==> src/ceres_mem_cfg.svh <==
// Memory path configuration: RAM size, read latency, line width and RAM region
`ifndef CERES_MEM_CFG_SVH
`define CERES_MEM_CFG_SVH

// ==================================================
// RAM geometry
// ==================================================
// Capacity in KiB, 32 KiB gives 8192 words
`define CERES_RAM_SIZE_KB 32

// Cache line width in bits
`define CERES_LINE_W 128

// Read acknowledge delay stages, at least 2
`define CERES_RAM_LATENCY 4

// ==================================================
// Address map
// ==================================================
// Main RAM region
`define CERES_RAM_BASE 32'h8000_0000

// Upper address bits compared for the region
`define CERES_RAM_MASK 32'hF000_0000

`endif

==> src/ceres_mem_pkg.sv <==
// Memory path types: Wishbone request/response structs, cycle types, line types
`include "ceres_mem_cfg.svh"

package ceres_mem_pkg;

  // ==================================================
  // Line geometry
  // ==================================================
  localparam int unsigned LINE_BYTES     = `CERES_LINE_W / 8;
  localparam int unsigned WORDS_PER_LINE = `CERES_LINE_W / 32;
  localparam int unsigned BYTE_OFF_W     = $clog2(LINE_BYTES);
  localparam int unsigned WORD_OFF_W     = $clog2(WORDS_PER_LINE);
  localparam int unsigned RAM_LINES      = (`CERES_RAM_SIZE_KB * 1024) / LINE_BYTES;
  localparam int unsigned LINE_ADDR_W    = $clog2(RAM_LINES);

  typedef logic [`CERES_LINE_W-1:0] line_t;
  typedef logic [LINE_BYTES-1:0]    line_strb_t;
  typedef logic [LINE_ADDR_W-1:0]   line_addr_t;

  // ==================================================
  // Wishbone B4
  // ==================================================
  // Cycle type identifier
  typedef enum logic [2:0] {
    WB_CTI_CLASSIC = 3'b000,
    WB_CTI_INCR    = 3'b010,
    WB_CTI_EOB     = 3'b111
  } wb_cti_e;

  // Master to slave
  typedef struct packed {
    logic        cyc;
    logic        stb;
    logic        we;
    logic [31:0] adr;
    logic [31:0] dat;
    logic [3:0]  sel;
    wb_cti_e     cti;
  } wb_req_t;

  // Slave to master, no stall line
  typedef struct packed {
    logic [31:0] dat;
    logic        ack;
    logic        err;
  } wb_rsp_t;

endpackage

==> src/wb_addr_decode.sv <==
// Wishbone region decoder, RAM hits go to the adapter and anything else gets err
`include "ceres_mem_cfg.svh"

module wb_addr_decode
  import ceres_mem_pkg::*;
(
  input  logic    clk_i,
  input  logic    rst_ni,
  input  wb_req_t wb_req_i,
  output wb_rsp_t wb_rsp_o,
  output wb_req_t ram_req_o,
  input  wb_rsp_t ram_rsp_i
);

  // Address falls inside the RAM window
  logic ram_hit;

  // ==================================================
  // Region match
  // ==================================================
  assign ram_hit = ((wb_req_i.adr & `CERES_RAM_MASK) == `CERES_RAM_BASE);

  // ==================================================
  // Request toward the RAM adapter
  // ==================================================
  // Everything passes, stb only on a hit
  always_comb begin
    ram_req_o     = wb_req_i;
    ram_req_o.stb = wb_req_i.stb && ram_hit;
  end

  // ==================================================
  // Response toward the master
  // ==================================================
  always_comb begin
    if (ram_hit) begin
      wb_rsp_o = ram_rsp_i;
    end else begin
      // Unmapped, error in the strobe cycle
      wb_rsp_o.dat = '0;
      wb_rsp_o.ack = 1'b0;
      wb_rsp_o.err = wb_req_i.cyc && wb_req_i.stb;
    end
  end

  // ==================================================
  // Checks
  // ==================================================
  // Adapter ack and decoder err stay exclusive at the port
  a_ack_err_excl: assert property (
    @(posedge clk_i) disable iff (!rst_ni)
    !(wb_rsp_o.ack && wb_rsp_o.err)
  ) else $error("decode: ack and err together");

  // Err only answers a live strobe
  a_err_with_stb: assert property (
    @(posedge clk_i) disable iff (!rst_ni)
    wb_rsp_o.err |-> (wb_req_i.cyc && wb_req_i.stb)
  ) else $error("decode: err without strobe");

endmodule

==> config.mk <==
export PLATFORM = sky130hd
export DESIGN_NAME = wb_addr_decode
export DESIGN_NICKNAME = d
export VERILOG_FILES = /design/src/ceres_mem_pkg.sv /design/src/wb_addr_decode.sv
export VERILOG_INCLUDE_DIRS = /design/src /design/src/src
export SDC_FILE = /design/constraint.sdc
export NUM_CORES = 1
export LEC_CHECK = 0
export BUFFER_PORTS_ARGS = -buffer_cell sky130_fd_sc_hd__buf_2
export CORE_AREA = 3 3 84 86
export DETAILED_ROUTE_END_ITERATION = 10
export DIE_AREA = 0 0 87 89
export GPL_TIMING_DRIVEN = 0
export MAX_ROUTING_LAYER = met4
export PLACE_DENSITY = 0.63
export SLEW_MARGIN = 0
export SYNTH_ARGS = -nofsm -noshare
export SYNTH_HDL_FRONTEND = slang
export SYNTH_SLANG_ARGS = --single-unit
==> constraint.sdc <==
create_clock -name vclk -period 2.3
set_input_delay 0.115 -clock vclk [all_inputs]
set_output_delay 0.115 -clock vclk [all_outputs]
set_load 0.01 [all_outputs]
# Word level (Yosys, flattened, before mapping)
# Cells that the tools add are included.
[totals]
input_bits = 110
word_cells = 4
latchBits = 0
ram_bits = 0
register_bits = 0
rom_bits = 0
mem_count = 0
[op_classes]
reduce_logical = 2
n_shift = 0
n_eq_ne = 1
add_sub_neg = 0
n_div = 0
n_lt_le_gt_ge = 0
muxes = 1
bitwise = 0
mul = 0
[op_table]
columns = ["op", "n"]
rows = [
  ["$mux W34", 1],
  ["$eq A4 B4 Y1 const B", 1],
  ["$logic_and A1 B1 Y1", 2],
]

# Depth between registers and ports, before layout
# Gate-level depths: netlist of the first run.
[depth]
depth_word = 2
ltp_mapped = 3
depth_no_buf = 2

# Worst setup path after synthesis of the first run
# OpenSTA, ideal clock, no wires.
[synth_timing]
kind = "input-to-output"
startpoint = "input port wb_req_i[68] (netlist name)"
endpoint = "output port wb_rsp_o[10] (netlist name)"
n_path_buf = 1
cell_stages = 3
t_required_ns = 2.185
arrival_time_ns = 0.886
setup_slack_ns = 1.299
path_cell_list = "nor4b_4 clkbuf_2 and2_1"
[synth_rtl]
columns = ["item", "line", "rtl"]
rows = [
  ["from (decl)", "wb_addr_decode.sv:9", "input wb_req_t wb_req_i,"],
  ["to (decl)", "wb_addr_decode.sv:10", "output wb_rsp_t wb_rsp_o,"],
]

==> results of run 1 <==
==> path summary, 6_finish.rpt <==
check       endpoint         start  depth (start not counted)  slack [ns]
max     wb_rsp_o[13]  wb_req_i[68]                          5        0.80
min    ram_req_o[43]  wb_req_i[43]                          2        0.41
==> kinds of logic (layout without fill, tap and decap cells) <==
kind of cell | after synthesis | count (layout) | synth area share, %
simple gates | 36 | 36 | 31.8
buf+inv | 77 | 225 | 67.0
mux | 1 | 1 | 1.18
==> power by group through the flow <==
stage / Sequential (mW) / Clock, mW / Combinational (mW)
after global placement: 0 / 0 / 0.256
after detailed placement: 0 / 0 / 0.258
after CTS: 0 / 0 / 0.259
final: 0 / 0 / 0.254
after floorplan: 0 / 0 / 0.152
after global routing: 0 / 0 / 0.277
==> metal layers <==
layer  vias up  track usage [%]  wire length, µm
li1        564                -                -
met1       428             6.59              927
met2       107             11.7             1720
met3         0            0.184              490
met4         0                0                0
met5         -                -                0
==> final cells by class <==
class	instances	area (µm²)	share of cell area (%)
multi-input combinational	37	279	16.6
inverter	1	3.75	0.223
buffer	76	563	33.5
timing repair buffer	148	741	44.0
tap	77	96.3	5.72
==> synthesized netlist by cell type <==
library cell | instances | share of area (%)
sky130_fd_sc_hd__and2_1 | 11 | 8.1
sky130_fd_sc_hd__and2_2 | 23 | 20
sky130_fd_sc_hd__nand2_1 | 1 | 0.44
sky130_fd_sc_hd__buf_4 | 73 | 65
sky130_fd_sc_hd__nor4b_4 | 1 | 2.8
sky130_fd_sc_hd__inv_1 | 1 | 0.44
sky130_fd_sc_hd__clkbuf_2 | 3 | 1.8
sky130_fd_sc_hd__mux2i_1 | 1 | 1.2
==> per-stage QoR <==
step           instances  setup WS [ns]  area [µm²]  utilization, %
3_3_place_gp         339          0.734        1680            26.5
2_1_floorplan        114           1.30         846               -
5_1_grt              339          0.577        1680            26.5
4_1_cts              339          0.715        1680            26.5
6_report             339          0.797        1680            26.5
3_5_place_dp         339          0.718        1680            26.5
==> results.ini, run 1 <==
[status]
run_status = completed

[setup_path]
worst-endpoint-required_ns = 2.18
critPathArrivalTime_ns = 1.39
critPathMostFrequentCell = sky130_fd_sc_hd__buf_2
critical_path.max_fanout = 10
crit_path_top_delay_cell = sky130_fd_sc_hd__nor4b_4
start_kind = primary input
worst_path_dominant_cell_family = simple AND/OR/NAND/NOR gates
timing.critical_path.slowest_cell_delay_ns = 0.56
cp_num_buf_inv = 3
kind_of_critical_path = in2out
critical_path.cell_chain = buf_2, nor4b_4, clkbuf_2, and2_2, buf_2
endpoint_kind = output pin

[sta]
report.final.setup_viol = 0
slew_headroom_pct = 61.7
hold_viol = 0
layout_min_cycle_time_ns = 1.50
whs_ns = 0.414
final.period_utilization_pct = 65.4
timing.fmax_ghz = 0.665
fin_setup_tns_ns = 0
worst_slew_pin_slew_ns = 0.572
finalMaxSlewViolations = 0
rsz0062_at_grt = no

[global_route]
grt_overflow_total = 0
grt_antenna_before_repair = 0
global_route_wire_length_before_repair_um = 3680
grt_start_max_net_pins = 11
vias_in_the_first_global_route = 856
grt.total_usage_pct = 5.75

[synth]
ys_types = 8
yosysWarningCount = 0
syn_avg_cell_area_um2 = 7.42
synthCells = 114
synthesis.area_um2 = 846
synth_sequential_area_ratio_pct = 0
synth.net_count = 224

[pwr]
power.sequential.fraction_pct = 0
cell_internal_pwr_uw = 160
power.net_switching_uw = 94.2
power.leakage_nw = 1.14
clkPwrFrac_pct = 0
total_power_uw = 254
vdd_drop_max_mv = 0.0681
pwr_density_cell_nw_per_um2 = 151
power.share.combinational_pct = 100.0
sw_frac_of_total_pct = 37.0

[worst_hold_path]
hp-class = in2out

[floorplan]
starting_density_of_the_core_pct = 13.3
fp.coreArea_um2 = 6350
fp.dieW_um = 87
std_cell_rows = 29
floorplan.die.height_um = 89
dieArea_um2 = 7740
ioPinCount = 218

[layout]
post_layout_nets = 374
n_antenna_cell = 0
fillerInstances = 689
final.clkbuf_count = 0
register_area_um2 = 0
area_growth_pct = 99.0
drive_gt1_share_pct = 94.7
numSequentialCells = 0
mostFrequentLayoutCells = sky130_fd_sc_hd__buf_2 (148), sky130_fd_sc_hd__buf_4 (73), sky130_fd_sc_hd__and2_2 (23)
layout.cells.most_common = sky130_fd_sc_hd__buf_2

[placed_design]
io_buffer_count = 148
globalplace.congestion = 0.672
detailed_place_hpwl_um = 2970

[route]
drtAntennaViolNets = 0
wire_per_inst_um = 9.26
route.final.wire_length_um = 3140
vias_per_cell = 3.24
initialDrtViolationCount = 8
firstDrtPassIters = 2
routed-via-count = 1099
detail_route.drc_violations = 0

[cts]
cts_hold_buffers = 0
post-cts-setup-buffer-count = 0
cts_resized = 0

[flow_run]
timing.max_cap.violations = 0

Power figures use the tool's default switching activity.
==> run 2: changes to the inputs <==
--- a/config.mk
+++ b/config.mk
@@ -7,12 +7,12 @@
 export NUM_CORES = 1
 export LEC_CHECK = 0
 export BUFFER_PORTS_ARGS = -buffer_cell sky130_fd_sc_hd__buf_2
-export CORE_AREA = 3 3 84 86
+export CORE_AREA = 3 3 83 85
 export DETAILED_ROUTE_END_ITERATION = 10
-export DIE_AREA = 0 0 87 89
+export DIE_AREA = 0 0 86 88
 export GPL_TIMING_DRIVEN = 0
 export MAX_ROUTING_LAYER = met4
-export PLACE_DENSITY = 0.63
+export PLACE_DENSITY = 0.64
 export SLEW_MARGIN = 0
 export SYNTH_ARGS = -nofsm -noshare
 export SYNTH_HDL_FRONTEND = slang
==> constraint.sdc (replaced) <==
create_clock -name vclk -period 1.5
set_input_delay 0.075 -clock vclk [all_inputs]
set_output_delay 0.075 -clock vclk [all_outputs]
set_load 0.01 [all_outputs]
==> results.ini, run 2 (synthesized netlist as in run 1, its figures left out) <==
[floorplan]
ioPinCount = 218
std_cell_rows = 29
dieArea_um2 = 7570
fp.dieW_um = 86
fp.coreArea_um2 = 6280
floorplan.die.height_um = 88
starting_density_of_the_core_pct = 13.5

[layout]
n_antenna_cell = 0
layout.cells.most_common = sky130_fd_sc_hd__buf_2
post_layout_nets = 376
register_area_um2 = 0
final.clkbuf_count = 0
numSequentialCells = 0
area_growth_pct = 101
mostFrequentLayoutCells = sky130_fd_sc_hd__buf_2 (148), sky130_fd_sc_hd__buf_4 (75), sky130_fd_sc_hd__and2_2 (23)
drive_gt1_share_pct = 94.7

[setup_path]
start_kind = primary input
endpoint_kind = output pin
critPathArrivalTime_ns = 1.12
critical_path.max_fanout = 10
worst-endpoint-required_ns = 1.42
kind_of_critical_path = in2out

[worst_hold_path]
hp-class = in2out

[status]
run_status = completed

[global_route]
grt_busiest_layer = met2
grt_overflow_total = 0
grt_start_max_net_pins = 11
use_met1_pct = 5.60
met2_usage_pct = 12.3
vias_in_the_first_global_route = 897
grt.met3_usage_pct = 1.32
grt.total_usage_pct = 5.83
global_route_wire_length_before_repair_um = 3680
grt_antenna_before_repair = 0

[route]
vias_per_cell = 3.35
initialDrtViolationCount = 2
firstDrtPassIters = 2
drtAntennaViolNets = 0
route.final.wire_length_um = 3090
routed-via-count = 1144
detail_route.drc_violations = 0
wire_per_inst_um = 9.05

[pwr]
vdd_drop_max_mv = 0.129
pwr_density_cell_nw_per_um2 = 232
power.leakage_nw = 1.15

[sta]
final.period_utilization_pct = 79.9
slew_headroom_pct = 88.2
hold_viol = 0
whs_ns = 0.333
timing.fmax_ghz = 0.834
rsz0062_at_grt = no
fin_setup_tns_ns = 0
worst_slew_pin_slew_ns = 0.176
layout_min_cycle_time_ns = 1.20
finalMaxSlewViolations = 0
report.final.setup_viol = 0

[placed_design]
globalplace.congestion = 0.718
io_buffer_count = 148

[cts]
cts_hold_buffers = 0
cts_resized = 0

[flow_run]
timing.max_cap.violations = 0

run 2: cell count changes in the layout (fill, tap and decap cells not counted):
cell	previous run	this run
sky130_fd_sc_hd__buf_4	73	75
run 2: layer usage:
| metal | routed length [µm] | share of wire [%] |
|---|---|---|
| met5 | 0 | 0 |
| met4 | 0 | 0 |
| met3 | 566 | 18 |
| met2 | 1620 | 52 |
| met1 | 900 | 29 |
run 2: critical path, stage by stage:
cell	delay, ns
sky130_fd_sc_hd__buf_2	0.12
sky130_fd_sc_hd__nor4b_4	0.25
sky130_fd_sc_hd__buf_4	0.19
sky130_fd_sc_hd__clkbuf_2	0.20
sky130_fd_sc_hd__and2_1	0.15
sky130_fd_sc_hd__buf_2	0.13
run 2: through the flow:
step           power (mW)  worst slack, ns  util, %  area (µm²)  instances
3_3_place_gp        0.394          0.00460     26.8        1680        339
4_1_cts             0.399           0.0410     26.8        1680        339
2_1_floorplan       0.233            0.579        -         846        114
6_report            0.393            0.301     27.0        1700        341
5_1_grt             0.427            0.216     27.0        1700        341
3_5_place_dp        0.398           0.0406     26.8        1680        339
run 2: cell type report:
class,instances,area (µm²)
Inverter,1,3.75
Timing Repair Buffer,150,756
Fill cell,684,4580
Buffer,76,563
Tap cell,77,96.3
Multi-Input combinational cell,37,279
run 2: path summary, 6_finish.rpt:
path / cells past startpoint / endpoint / from / slack [ns]
worst max-delay path: 6 / wb_rsp_o[4] / wb_req_i[69] / 0.30
worst min-delay path: 2 / ram_req_o[49] / wb_req_i[49] / 0.33
run 2: power breakdown:
group,switching [mW],internal (mW)
Combinational,0.146,0.247
Clock,0,0
Sequential,0,0
run 2: timing repair:
item / in CTS / in global routing
setup endpoints to repair: 0 / 26
hold endpoints to repair: 0 / 0
setup buffers: 0 / 2
==> run 3: changes to the inputs <==
--- a/config.mk
+++ b/config.mk
@@ -7,12 +7,12 @@
 export NUM_CORES = 1
 export LEC_CHECK = 0
 export BUFFER_PORTS_ARGS = -buffer_cell sky130_fd_sc_hd__buf_2
-export CORE_AREA = 3 3 83 85
+export CORE_AREA = 3 3 84 86
 export DETAILED_ROUTE_END_ITERATION = 10
-export DIE_AREA = 0 0 86 88
+export DIE_AREA = 0 0 87 89
 export GPL_TIMING_DRIVEN = 0
 export MAX_ROUTING_LAYER = met4
-export PLACE_DENSITY = 0.64
+export PLACE_DENSITY = 0.65
 export SLEW_MARGIN = 0
 export SYNTH_ARGS = -nofsm -noshare
 export SYNTH_HDL_FRONTEND = slang
==> constraint.sdc (replaced) <==
create_clock -name vclk -period 1
set_input_delay 0.05 -clock vclk [all_inputs]
set_output_delay 0.05 -clock vclk [all_outputs]
set_load 0.01 [all_outputs]
==> results.ini, run 3 (synthesized netlist as in run 1, its figures left out) <==
[status]
run_status = finished, violations left
failed_checks = negative setup slack

[layout]
post_layout_nets = 380
layout.cells.most_common = sky130_fd_sc_hd__buf_2
register_area_um2 = 0
layout.core_utilization_pct = 30.8
mostFrequentLayoutCells = sky130_fd_sc_hd__buf_2 (122), sky130_fd_sc_hd__buf_4 (76), sky130_fd_sc_hd__buf_6 (27)
area_growth_pct = 132
numSequentialCells = 0
fillerInstances = 671
drive_gt1_share_pct = 95.1
instances_no_fill = 346
final.clkbuf_count = 0

[route]
drtAntennaViolNets = 0
firstDrtPassIters = 2
route.final.wire_length_um = 3750
vias_per_cell = 3.37
initialDrtViolationCount = 11
detail_route.drc_violations = 0
wire_per_inst_um = 10.8
routed-via-count = 1166

[worst_hold_path]
min_delay_worst_endpoint = ram_req_o[53]
hold_path_startpoint = wb_req_i[53]
min_delay_path_depth = 2
hp-class = in2out

[global_route]
vias_in_the_first_global_route = 1016
grt_antenna_before_repair = 1
grt.total_usage_pct = 7.39
global_route_wire_length_before_repair_um = 4550
grt_start_max_net_pins = 11
grt_overflow_total = 0

[sta]
worst_slew_pin_slew_ns = 0.207
final.period_utilization_pct = 108
timing.fmax_ghz = 0.928
layout_min_cycle_time_ns = 1.08
whs_ns = 0.283
finalMaxSlewViolations = 0
rsz0062_at_grt = yes
hold_viol = 0
final_critical_path_setup_slack_ns = -0.0772
report.final.setup_viol = 23
slew_headroom_pct = 86.2
fin_setup_tns_ns = -0.998

[pwr]
pwr_density_cell_nw_per_um2 = 331
vdd_drop_max_mv = 0.164
power.leakage_nw = 1.21

[floorplan]
fp.coreArea_um2 = 6350
dieArea_um2 = 7740
std_cell_rows = 29
starting_density_of_the_core_pct = 13.3
ioPinCount = 218
floorplan.die.height_um = 89
fp.dieW_um = 87

[setup_path]
worst-endpoint-required_ns = 0.95
kind_of_critical_path = in2out
endpoint_kind = output pin
critPathArrivalTime_ns = 1.03
critical_path.max_fanout = 3
start_kind = primary input

[placed_design]
preCtsSetupSlack_ns = -0.375
place.detailed.instances = 339
detailed_place_hpwl_um = 3250
globalplace.congestion = 0.680
io_buffer_count = 148

[flow_run]
timing.max_cap.violations = 0

## run 3: cell count changes in the layout (fill, tap and decap cells not counted), moves of 2 or more
cell                       before  now
sky130_fd_sc_hd__buf_6          0   27
sky130_fd_sc_hd__and2_4         0   14
sky130_fd_sc_hd__buf_2        148  122
sky130_fd_sc_hd__and2_2        23   10
sky130_fd_sc_hd__buf_8          0    3
sky130_fd_sc_hd__clkbuf_2       3    0
sky130_fd_sc_hd__clkbuf_8       0    2
## run 3: critical path, stage by stage
cell and delay (ns):
sky130_fd_sc_hd__buf_8 0.10, sky130_fd_sc_hd__nor4b_4 0.27, sky130_fd_sc_hd__buf_4 0.18, sky130_fd_sc_hd__buf_6 0.10, sky130_fd_sc_hd__mux2i_1 0.16, sky130_fd_sc_hd__buf_2 0.16
## run 3: report_power, final
part	switching [mW]	total [mW]	internal (mW)
clock network	0	0.000000134	0.000000134
registers	0	0	0
logic	0.235	0.649	0.414
## run 3: final cells by class
class	count	area (µm²)	area share [%]
Buffer	76	591	30.2
Inverter	1	3.75	0.192
Timing Repair Buffer	154	967	49.4
Tap cell	77	96.3	4.92
Multi-Input combinational cell	37	298	15.2
Antenna cell	1	2.50	0.128
## run 3: how the worst max path moves through the flow
stage	from	to	slack, ns	cells after the start
after floorplan	wb_req_i[68]	wb_rsp_o[10]	0.13	3
after global placement	wb_req_i[68]	wb_rsp_o[17]	-0.37	5
after detailed placement	wb_req_i[68]	wb_rsp_o[27]	-0.38	5
after CTS	wb_req_i[69]	wb_rsp_o[0]	-0.09	6
after global routing	wb_req_i[67]	wb_rsp_o[0]	-0.13	6
final	wb_req_i[67]	wb_rsp_o[0]	-0.08	6
## run 3: layer usage
metal	track usage (%)	wire length [µm]	vias up
li1	-	-	577
met1	6.26	909	481
met2	16.6	2220	108
met5	-	0	-
met4	0	0	0
met3	1.84	613	0
## run 3: metrics by stage
step                      instance area (µm²)  power [mW]
after floorplan                           846       0.349
after global placement                   1680       0.594
after detailed placement                 1680       0.599
after CTS                                1930       0.648
after global routing                     1960       0.707
final                                    1960       0.649
## run 3: what timing repair did
action                     CTS  global route
gates cloned                 1             0
setup buffers                4             1
pin swaps                   11             4
setup endpoints to repair   35            35
resized for setup           49             8
hold buffers                 0             0
