==> src/ceres_mem_cfg.svh <==
// Memory path configuration: RAM size, read latency, line width and RAM region
`ifndef CERES_MEM_CFG_SVH
`define CERES_MEM_CFG_SVH

// ==================================================
// RAM geometry
// ==================================================
// Capacity in KiB, 32 KiB gives 8192 words
`define CERES_RAM_SIZE_KB 32

// Cache line width in bits
`define CERES_LINE_W 128

// Read acknowledge delay stages, at least 2
`define CERES_RAM_LATENCY 4

// ==================================================
// Address map
// ==================================================
// Main RAM region
`define CERES_RAM_BASE 32'h8000_0000

// Upper address bits compared for the region
`define CERES_RAM_MASK 32'hF000_0000

`endif

==> src/ceres_mem_pkg.sv <==
// Memory path types: Wishbone request/response structs, cycle types, line types
`include "ceres_mem_cfg.svh"

package ceres_mem_pkg;

  // ==================================================
  // Line geometry
  // ==================================================
  localparam int unsigned LINE_BYTES     = `CERES_LINE_W / 8;
  localparam int unsigned WORDS_PER_LINE = `CERES_LINE_W / 32;
  localparam int unsigned BYTE_OFF_W     = $clog2(LINE_BYTES);
  localparam int unsigned WORD_OFF_W     = $clog2(WORDS_PER_LINE);
  localparam int unsigned RAM_LINES      = (`CERES_RAM_SIZE_KB * 1024) / LINE_BYTES;
  localparam int unsigned LINE_ADDR_W    = $clog2(RAM_LINES);

  typedef logic [`CERES_LINE_W-1:0] line_t;
  typedef logic [LINE_BYTES-1:0]    line_strb_t;
  typedef logic [LINE_ADDR_W-1:0]   line_addr_t;

  // ==================================================
  // Wishbone B4
  // ==================================================
  // Cycle type identifier
  typedef enum logic [2:0] {
    WB_CTI_CLASSIC = 3'b000,
    WB_CTI_INCR    = 3'b010,
    WB_CTI_EOB     = 3'b111
  } wb_cti_e;

  // Master to slave
  typedef struct packed {
    logic        cyc;
    logic        stb;
    logic        we;
    logic [31:0] adr;
    logic [31:0] dat;
    logic [3:0]  sel;
    wb_cti_e     cti;
  } wb_req_t;

  // Slave to master, no stall line
  typedef struct packed {
    logic [31:0] dat;
    logic        ack;
    logic        err;
  } wb_rsp_t;

endpackage

==> src/wb_line_ram_adapter.sv <==
// Wishbone slave in front of the line RAM, with read latency pipe and burst line buffer
`include "ceres_mem_cfg.svh"

module wb_line_ram_adapter
  import ceres_mem_pkg::*;
(
  input  logic       clk_i,
  input  logic       rst_ni,
  input  wb_req_t    wb_req_i,
  output wb_rsp_t    wb_rsp_o,
  output line_addr_t ram_addr_o,
  output line_t      ram_wdata_o,
  output line_strb_t ram_wstrb_o,
  output logic       ram_rd_en_o,
  input  line_t      ram_rdata_i
);

  // Depth of the ack delay pipe, needs at least 2
  localparam int unsigned LAT = `CERES_RAM_LATENCY;

  // Request decode
  logic                  req;
  logic                  wr_req;
  logic                  rd_req;
  logic [WORD_OFF_W-1:0] word_off;

  // Latency pipe
  logic           pending_q;
  logic [LAT-1:0] delay_q;

  // Burst line buffer
  line_t buf_q;
  logic  buf_valid_q;
  line_t src_line;

  // Ack sources
  logic pipe_ack;
  logic burst_ack;
  logic ack;

  // ==================================================
  // Request decode
  // ==================================================
  assign req      = wb_req_i.cyc && wb_req_i.stb;
  assign wr_req   = req && wb_req_i.we;
  assign rd_req   = req && !wb_req_i.we;

  // Word within the 16-byte line
  assign word_off = wb_req_i.adr[BYTE_OFF_W-1:2];

  // Byte address to line index
  assign ram_addr_o = wb_req_i.adr[BYTE_OFF_W +: LINE_ADDR_W];

  // ==================================================
  // Write path
  // ==================================================
  // Same word in every slot, strobes pick the real one
  assign ram_wdata_o = {WORDS_PER_LINE{wb_req_i.dat}};

  always_comb begin
    ram_wstrb_o = '0;
    if (wr_req) begin
      ram_wstrb_o[word_off*4 +: 4] = wb_req_i.sel;
    end
  end

  // ==================================================
  // Read latency pipe
  // ==================================================
  // Only go to the RAM when the buffer cannot serve the beat
  assign ram_rd_en_o = rd_req && !buf_valid_q;

  // Pending bit enters the shift chain one cycle after the strobe,
  // so the ack lands LAT+1 cycles after the first strobe cycle
  always_ff @(posedge clk_i) begin
    if (!rst_ni) begin
      pending_q <= 1'b0;
      delay_q   <= '0;
    end else if (ack) begin
      // Beat done, flush for the next access
      pending_q <= 1'b0;
      delay_q   <= '0;
    end else begin
      pending_q <= ram_rd_en_o;
      delay_q   <= {delay_q[LAT-2:0], pending_q};
    end
  end

  assign pipe_ack = delay_q[LAT-1];

  // ==================================================
  // Burst buffer
  // ==================================================
  // Later burst beats answered straight from the buffer
  assign burst_ack = rd_req && buf_valid_q;

  always_ff @(posedge clk_i) begin
    if (!rst_ni) begin
      buf_valid_q <= 1'b0;
    end else if (!wb_req_i.cyc || wr_req) begin
      // Cycle ended or line may change under us
      buf_valid_q <= 1'b0;
    end else if (burst_ack && (wb_req_i.cti == WB_CTI_EOB)) begin
      buf_valid_q <= 1'b0;
    end else if (pipe_ack && (wb_req_i.cti == WB_CTI_INCR)) begin
      buf_valid_q <= 1'b1;
    end
  end

  // Line capture on the first beat of an incrementing burst
  always_ff @(posedge clk_i) begin
    if (pipe_ack && (wb_req_i.cti == WB_CTI_INCR)) begin
      buf_q <= ram_rdata_i;
    end
  end

  // ==================================================
  // Response
  // ==================================================
  assign src_line = buf_valid_q ? buf_q : ram_rdata_i;

  // Writes ack at once, first read after the pipe, burst beats at once
  assign ack = wr_req || pipe_ack || burst_ack;

  assign wb_rsp_o.dat = src_line[word_off*32 +: 32];
  assign wb_rsp_o.ack = ack;
  assign wb_rsp_o.err = 1'b0;

  // ==================================================
  // Checks
  // ==================================================
  // Delayed ack must still find the master holding its request
  a_ack_in_cycle: assert property (
    @(posedge clk_i) disable iff (!rst_ni)
    wb_rsp_o.ack |-> (wb_req_i.cyc && wb_req_i.stb)
  ) else $error("adapter: ack without cyc and stb");

  // No write reaches the RAM while a read is still in flight
  a_no_wr_rd: assert property (
    @(posedge clk_i) disable iff (!rst_ni)
    (|ram_wstrb_o) |-> !(pending_q || (|delay_q))
  ) else $error("adapter: write strobe while a read is in flight");

endmodule

==> config.mk <==
export PLATFORM = sky130hd
export DESIGN_NAME = wb_line_ram_adapter
export DESIGN_NICKNAME = d
export VERILOG_FILES = /design/src/ceres_mem_pkg.sv /design/src/wb_line_ram_adapter.sv
export VERILOG_INCLUDE_DIRS = /design/src /design/src/src
export SDC_FILE = /design/constraint.sdc
export NUM_CORES = 1
export LEC_CHECK = 0
export BUFFER_PORTS_ARGS = -buffer_cell sky130_fd_sc_hd__buf_2
export CELL_PAD_IN_SITES_DETAIL_PLACEMENT = 0
export CELL_PAD_IN_SITES_GLOBAL_PLACEMENT = 2
export CORE_MARGIN = 1
export CORE_UTILIZATION = 31
export DETAILED_ROUTE_END_ITERATION = 12
export PLACE_DENSITY_LB_ADDON = 0.08
export SLEW_MARGIN = 20
export SYNTH_ARGS = -nofsm -noshare
export SYNTH_HDL_FRONTEND = slang
export SYNTH_SLANG_ARGS = --single-unit
==> constraint.sdc <==
create_clock -name clk_i -period 40.5 [get_ports clk_i]
set_input_delay 2.025 -clock clk_i [delete_from_list [all_inputs] [get_ports clk_i]]
set_output_delay 2.025 -clock clk_i [all_outputs]
set_load 0.005 [all_outputs]
Word level (Yosys, flattened, before mapping). Index checks and enable logic that the tools add are counted. W data, S select, Z words.

Register bits: 134. Input port bits: 204. Output and inout bits: 190. Word-level logic and storage cells: 29.

Add/subtract/negate cells: 1. Equal/unequal tests: 2. Shift-type cells: 3. Multiplexer cells: 2. Bitwise logic cells: 2. Reductions and logical operators: 15.

Operator list (count): $mux W128 (1); $shiftx A128 B8 Y32 (1); $neg A4 Y34 (1); $shift A4 B34 Y16 const A (1); $shiftx A4 B34 Y16 (1); $and A16 B16 Y16 (1); $mux W16 (1); $logic_and A1 B1 Y1 (7); $eq A3 B2 Y1 const B (1); $eq A3 B3 Y1 const B (1); $logic_not A1 Y1 (3); $logic_or A1 B1 Y1 (3); $reduce_or A3 Y1 (1); $reduce_or A2 Y1 (1); $not A1 Y1 (1).

Logic depth before layout (Yosys ltp). Gate-level depths: netlist of the first run.

Depth after elaboration: 5. Gate-level depth with buffers: 7. Mapped depth without buffers: 4.

Worst setup path after synthesis of the first run. OpenSTA, ideal clock, no wires.

Kind: input to register. Start: input wb_req_i[2] (netlist bit). End: register buf_valid_q. Setup time: 113 ps. Arrival time: 15803 ps. Data required time: 40387 ps. Slack: 24584 ps. Stages on the path: 2. Buffers on the path: 0. Path through: nor4bb_1 > o221a_2.

Longest elaborated chain between the ends: 3. Elaborated cells on any way between the ends: 5.

Ends and longest elaborated chain: start: declaration (RTL line wb_line_ram_adapter.sv:9) `input wb_req_t wb_req_i,`; $eq A3 B3 Y1 (RTL line wb_line_ram_adapter.sv:103) `end else if (burst_ack && (wb_req_i.cti == WB_CTI_EOB)) begin`; $logic_and A1 B1 Y1 (RTL line wb_line_ram_adapter.sv:103); $reduce_or A3 Y1 (no line); end signal: assignment (RTL line wb_line_ram_adapter.sv:102) `buf_valid_q <= 1'b0;`; end signal: assignment (RTL line wb_line_ram_adapter.sv:104) `buf_valid_q <= 1'b0;`; end signal: assignment (RTL line wb_line_ram_adapter.sv:106) `buf_valid_q <= 1'b1;`; end: declaration (RTL line wb_line_ram_adapter.sv:33) `logic buf_valid_q;`.

Parallel ways exist; a longest one is shown, timed or not. A chain may end at the register's enable or synchronous reset.

==> metrics.yaml, run 1 <==
status: "finished, final reports clean"
slew_viol_final: 0
drc: 0
initialDrtViolationCount: 136
powerDensity_mw_per_mm2: 42.2
finalHoldViolCount: 0
fmax_mhz: 171
syn_nets: 653
hpwl_um: 11400
grt_pass1_vias: 4281
relSlewSlack_pct: 29.2
cts_setup_buffers: 0
routed_wl_um: 16900
ctsResizeCount: 0
io_pins: 394
ys_ff_latch: 134
post-route-period-util_pct: 14.4
via_per_inst: 4.63
n_fill_cell: 2185
arrival_ns: 3.82
fin_crit_ns: 5.84
ff2ff_setup_slack_ns: 37.71
drive_above_1_share_pct: 64.3
antenna_left: 0
grt_max_degree: 72
finalSetupTns_ns: 0
grt_overflow_total: 0
power_frac_seq_pct: 43.8
switching_share_pct: 22.4
layout.cells.most_common_list: "190 x buf_2, 128 x edfxtp_1, 64 x mux4_2, 22 x mux2_2, 17 x clkbuf_16"
ys.warnings.count: 0
root_buffer: "clkbuf_16"
die_y_um: 156
ir_worst_vdd_mv: 0.0156
clk_latency_ns: 0.42
setup_viol: 0
grt_pass1_wl_um: 25400
path_class: "input port to output pin"
skew_ns: 0.00786
final_common_cell: "buf_2"
placement.io_buffers: 191
drv_cap: 0
finalPower_mw: 0.346
core_area_mm2: 0.0229
std_cell_rows: 55
die_width_um: 156
synth_cells: 444
clockBufferDepth: 2
dieArea_mm2: 0.0243
cp_max_fo: 71
p_switching_mw: 0.0776
cts.sinks: 134
dp_cells: 791
syn_area_per_cell_um2: 16.5
pwr-share-comb_pct: 8.6
syn_area_mm2: 0.00735
power_leakage_nw: 2.98
clkPwrFrac_pct: 47.6
fin_cells: 826
hold_buffers: 0
routedWlPerCell_um: 20.4
worstHoldPathType: "flop to flop"
rsz0062_at_grt: "no"
required_ns: 38.47
worstMarginPinSlew_ns: 1.06
htreeDepth: 4
antenna_found_initial: 4
start_util_pct: 32.1
grtUsageTotal_pct: 14.3
critPathLaunchType: "input port"
drt_first_pass_iters: 4
clk_pin_slew_worst_paths_ns: 0.06
seq_area_frac_synth_pct: 54.0
nets: 706
gp_congestion: 0.696
numCtsBuffers: 17
critPathCaptureType: "output pin"
cts_tree: "done"
internal_power_mw: 0.268
synth_cell_types: 29
syn_to_final_growth_pct: 11.6
vias: 3824
[power by group through the flow]
stage | sequential, mW | combinational (mW) | clock [mW]
5_1_grt | 0.151 | 0.0326 | 0.175
4_1_cts | 0.152 | 0.0304 | 0.171
3_3_place_gp | 0.155 | 0.0298 | 0
2_1_floorplan | 0.155 | 0.0262 | 0
6_report | 0.152 | 0.0297 | 0.164
3_5_place_dp | 0.155 | 0.0302 | 0
[flip-flops by register name, indices dropped and copies added (netlist names)]
signal       cells
buf_q          128
delay_q          4
buf_valid_q      1
pending_q        1
[final timing paths]
path / start / endpoint / cells after the start
max: wb_req_i[41] / wb_rsp_o[21] / 5
min reg2reg: delay_q[1] / delay_q[2] / 1
max reg2reg: delay_q[3] / buf_q[124] / 3
min: delay_q[1] / delay_q[2] / 1
[final cells by class]
class                           count  area, µm²  area share, %
Antenna cell                        3       7.51         0.0915
Clock buffer                       18        429           5.23
Clock inverter                     14        190           2.32
Inverter                            8       30.0          0.366
Multi-Input combinational cell    140       2180           26.6
Sequential cell                   134       3970           48.4
Tap cell                          313        392           4.78
Timing Repair Buffer              196       1000           12.2
[cell families (layout without fill, tap and decap cells)]
group           Yosys count  in the layout  share of synthesized area [%]
compound gates            3              3                          0.409
fa+ha+maj                 5              5                          0.851
buf+inv                 170            236                           16.5
flops                   134            134                           54.0
mux                      96             96                           25.0
other cells               1              4                         0.0510
simple gates             35             35                           3.18
[metrics by stage]
step	worst slack, ns	hold WS (ns)	cell area [µm²]	utilization [%]
CTS	34.62	0.461	8190	35.7
detailed placement	34.62	0.452	7570	33.0
global route	34.49	0.472	8200	35.8
global placement	34.59	0.450	7570	33.0
floorplan	24.58	0.446	7350	-
finish	34.66	0.459	8200	35.8
[critical path, cell delays in order]
cell and delay, ns:
buf_4 0.09, buf_4 0.79, mux4_2 0.45, mux2_4 0.27
buf_2 0.14
[synth_stat cells]
master,instances,area (µm²)
and2_1,1,6.26
a41oi_1,1,8.76
ha_1,5,62.6
mux2_4,10,150
buf_2,5,25.0
or2_2,1,6.26
nand4b_1,1,8.76
mux4_2,64,1440
clkinv_1,1,3.75
dfxtp_1,6,120
nand4bb_1,2,22.5
buf_6,1,11.3
buf_4,141,1060
nor2_1,1,3.75
nand3_1,1,5.00
clkbuf_1,10,37.5
nand2b_1,3,18.8
conb_1,1,3.75
nand2_1,2,7.51
buf_12,2,40.0
buf_1,3,11.3
edfxtp_1,128,3840
nor4_1,8,50.1
o211a_1,1,10.0
mux2_2,22,248
o221a_2,1,11.3
inv_1,7,26.3
nor3_1,9,45.0
nor4bb_1,6,60.1
[layer usage]
metal  part of all wire (%)  GRT usage (%)
met5                  0.047              0
met4                    1.8           4.90
met3                    7.5           5.50
met2                     51           24.2
met1                     40           16.4
No activity file was read; power rests on OpenSTA's default activity.
==> run 2, diff against run 1 <==
--- a/config.mk
+++ b/config.mk
@@ -6,11 +6,12 @@
 export SDC_FILE = /design/constraint.sdc
 export NUM_CORES = 1
 export LEC_CHECK = 0
+export ABC_AREA = 1
 export BUFFER_PORTS_ARGS = -buffer_cell sky130_fd_sc_hd__buf_2
 export CELL_PAD_IN_SITES_DETAIL_PLACEMENT = 0
 export CELL_PAD_IN_SITES_GLOBAL_PLACEMENT = 2
 export CORE_MARGIN = 1
-export CORE_UTILIZATION = 31
+export CORE_UTILIZATION = 25
 export DETAILED_ROUTE_END_ITERATION = 12
 export PLACE_DENSITY_LB_ADDON = 0.08
 export SLEW_MARGIN = 20
==> constraint.sdc (replaced) <==
create_clock -name clk_i -period 5.7 [get_ports clk_i]
set_input_delay 0.285 -clock clk_i [delete_from_list [all_inputs] [get_ports clk_i]]
set_output_delay 0.285 -clock clk_i [all_outputs]
set_load 0.005 [all_outputs]
==> run 2 against run 1 <==
Net effect: die area rose by 47%; sequential power rose to 7.1 times the previous value; clock power rose to 6.9 times the previous value; worst hold slack got worse by 0.42 ns; via count rose by 72%; flip-flop and latch count did not move; utilization fell by 7.8 points; critical path depth rose by 3; global-route usage rose by 1.2 points; register-to-register slack got worse by 34 ns; largest cell class unchanged; highest routed layer is now met4.
==> metrics.yaml, run 2 <==
routedWlPerCell_um: 16.0  # was 20.4 µm
switching_share_pct: 24.5  # was 22.4%
slew_viol_final: 0  # unchanged
clkPwrFrac_pct: 45.8  # was 47.6%
power_leakage_nw: 5.22  # was 2.98 nW
layout.cells.most_common_list: "427 x nand2_1, 269 x inv_1, 191 x buf_2, 139 x nand3_1, 128 x edfxtp_1"  # was 190 x buf_2, 128 x edfxtp_1, 64 x mux4_2, 22 x mux2_2, 17 x clkbuf_16
clk_latency_ns: 0.44  # was 0.42 ns
path_class: "flop to output pin"  # was input port to output pin
ir_worst_vdd_mv: 0.209  # was 0.0156 mV
skew_ns: 0.00601  # was 0.00786 ns
pwr-share-comb_pct: 10.3  # was 8.6%
grt_pass1_vias: 6549  # was 4281
clockBufferDepth: 2  # unchanged
relSlewSlack_pct: 32.2  # was 29.2%
core_area_mm2: 0.0345  # was 0.0229 mm²
crit_chain: "inv_6 -> buf_4 -> nand2_1 -> nand3_1 -> nand2_1 -> nand2_1 -> nand2_1 -> buf_2"  # was buf_4 -> buf_4 -> mux4_2 -> mux2_4 -> buf_2
finalHoldViolCount: 0  # unchanged
synthFlopType: "edfxtp_1"  # unchanged
hold_buffers: 0  # unchanged
critPathMaxStageDelay_ns: 0.73  # was 0.79 ns
largest-register: "buf_q"  # unchanged
die_y_um: 189  # was 156 µm
status: "finished, final reports clean"  # unchanged
routed_wl_um: 27000  # was 16900 µm
cp.buffers_inverters: 3  # unchanged
crit_family: "buffers and inverters"  # unchanged
n_fill_cell: 3941  # was 2185
synth_cell_types: 17  # was 29
post-route-period-util_pct: 55.3
antenna_cells: 0  # was 3
drv_cap: 0  # unchanged
drt_first_pass_iters: 4  # unchanged
synth_top_area_cell: "edfxtp_1"  # unchanged
ctsResizeCount: 0  # unchanged
syn_area_mm2: 0.00878  # was 0.00735 mm²
grt_pass1_wl_um: 40700  # was 25400 µm
critPathLaunchType: "flop"  # was input port
numCtsBuffers: 17  # unchanged
hpwl_um: 17100  # was 11400 µm
cts.sinks: 134  # unchanged
drive_above_1_share_pct: 18.8  # was 64.3%
root_buffer: "clkbuf_16"  # unchanged
final_common_cell: "nand2_1"  # was buf_2
die_width_um: 189  # was 156 µm
synth_edf_count: 128  # unchanged
cts_tree: "done"  # unchanged
ys.warnings.count: 0  # unchanged
regArea_mm2: 0.00397  # unchanged
start_util_pct: 25.4  # was 32.1%
critPathSlowestCell: "buf_4"  # unchanged
synth.most_common_cell: "nand2_1"  # was buf_4
syn_area_per_cell_um2: 7.34  # was 16.5 µm²
nets: 1433  # was 706
holdWs_ns: 0.0361  # was 0.459 ns
initialDrtViolationCount: 288  # was 136
via_per_inst: 3.89  # was 4.63
fin_cells: 1691  # was 826
grt_max_degree: 71  # was 72
crit_top_cell: "nand2_1"  # was buf_4
drc: 0  # unchanged
io_pins: 394  # unchanged
grtUsageTotal_pct: 15.5  # was 14.3%
gp_congestion: 0.705  # was 0.696
htreeDepth: 4  # unchanged
rsz0062_at_grt: "no"  # unchanged
finalSetupTns_ns: 0  # unchanged
placement.io_buffers: 191  # unchanged
worstMarginPinSlew_ns: 1.02  # was 1.06 ns
clk_pin_slew_worst_paths_ns: 0.06  # about the same
fin_crit_ns: 3.15
vias: 6583  # was 3824
power_frac_seq_pct: 43.9  # was 43.8%
antenna_left: 0  # unchanged
fmax_mhz: 318
worstHoldPathType: "input port to flop"  # was flop to flop
antenna_found_initial: 2  # was 4
largest_reg_flops: 128  # unchanged
setup_viol: 0  # unchanged
seq_area_frac_synth_pct: 45.2  # was 54.0%
ys_ff_latch: 134  # unchanged
stdcell_area_mm2: 0.00965  # was 0.00820 mm²
required_ns: 5.41  # was 38.47 ns
netlist.area_leader.share_pct: 43.8  # was 52.3%
reg_top3: "buf_q x128, delay_q x4"  # unchanged
internal_power_mw: 1.85  # was 0.268 mW
utilization_pct: 27.9  # was 35.8%
synth_cells: 1196  # was 444
syn_nets: 1405  # was 653
cp_max_fo: 69  # was 71
critPathCaptureType: "output pin"  # unchanged
dp_cells: 1660  # was 791
ys_async_sr_fraction_pct: 0  # unchanged
ys_top_cells_by_area: "edfxtp_1 44%, nand2_1 18%, buf_4 12%"  # was edfxtp_1 52%, mux4_2 20%, buf_4 14%
placed_cell_area_mm2: 0.00908  # was 0.00757 mm²
arrival_ns: 2.86  # was 3.82 ns
p_switching_mw: 0.603  # was 0.0776 mW
syn_to_final_growth_pct: 9.98  # was 11.6%
std_cell_rows: 68  # was 55
multi_input_area_mm2: 0.00250  # was 0.00218 mm²
synth_commonest_cells: "427 x nand2_1, 270 x inv_1, 144 x buf_4"  # was 141 x buf_4, 128 x edfxtp_1, 64 x mux4_2
grt_overflow_total: 0  # unchanged
dieArea_mm2: 0.0359  # was 0.0243 mm²
powerDensity_mw_per_mm2: 254  # was 42.2 mW/mm²
cts_setup_buffers: 0  # unchanged
run 2: cell types whose count changed in the layout (fill, tap and decap cells not counted), sizes merged, moves of 14 or more:
cell | before | now
nor2 | 1 | 15
nand2 | 2 | 427
mux4 | 64 | 0
mux2 | 32 | 0
inv | 15 | 272
nand3 | 1 | 140
run 2: through the flow:
stage | power [mW] | setup WS (ns)
5_1_grt | 2.58 | 2.30
2_1_floorplan | 1.30 | 2.27
3_3_place_gp | 1.36 | 2.99
3_5_place_dp | 1.36 | 2.97
6_report | 2.46 | 2.55
4_1_cts | 2.52 | 2.47
run 2: area by class of cell:
class                           instances  area share, %
Sequential cell                       134           41.1
Multi-Input combinational cell        599           25.9
Inverter                              272           10.7
Timing Repair Buffer                  200           10.6
Tap cell                              455           5.90
Clock buffer                           18           4.45
Clock inverter                         13           1.44
run 2: power by group through the flow:
stage / clock network, mW / logic, mW / registers, mW
4_1_cts: 1.18 / 0.260 / 1.08
3_5_place_dp: 0 / 0.258 / 1.10
5_1_grt: 1.21 / 0.291 / 1.08
3_3_place_gp: 0 / 0.259 / 1.10
2_1_floorplan: 0 / 0.205 / 1.10
6_report: 1.13 / 0.253 / 1.08
run 2: per-layer routing:
layer | global-route usage [%] | wire [µm]
met1 | 22.2 | 13600
met2 | 23.0 | 11900
met3 | 2.61 | 1060
met4 | 5.74 | 431
met5 | 0 | 0
run 2: cell families after synthesis:
group	synth area share, %
buffers and inverters	26.4
adders and majority gates	0.713
DFF	45.2
and+or+nand+nor	27.7
other	0.0427
run 2: worst paths after layout:
| kind | depth (start not counted) | end | slack [ns] | start |
|---|---|---|---|---|
| max | 8 | wb_rsp_o[19] | 2.55 | buf_valid_q |
| min | 1 | buf_q[25] | 0.04 | ram_rdata_i[25] |
| max reg2reg | 3 | buf_q[111] | 3.51 | delay_q[3] |
| min reg2reg | 2 | delay_q[3] | 0.41 | delay_q[2] |
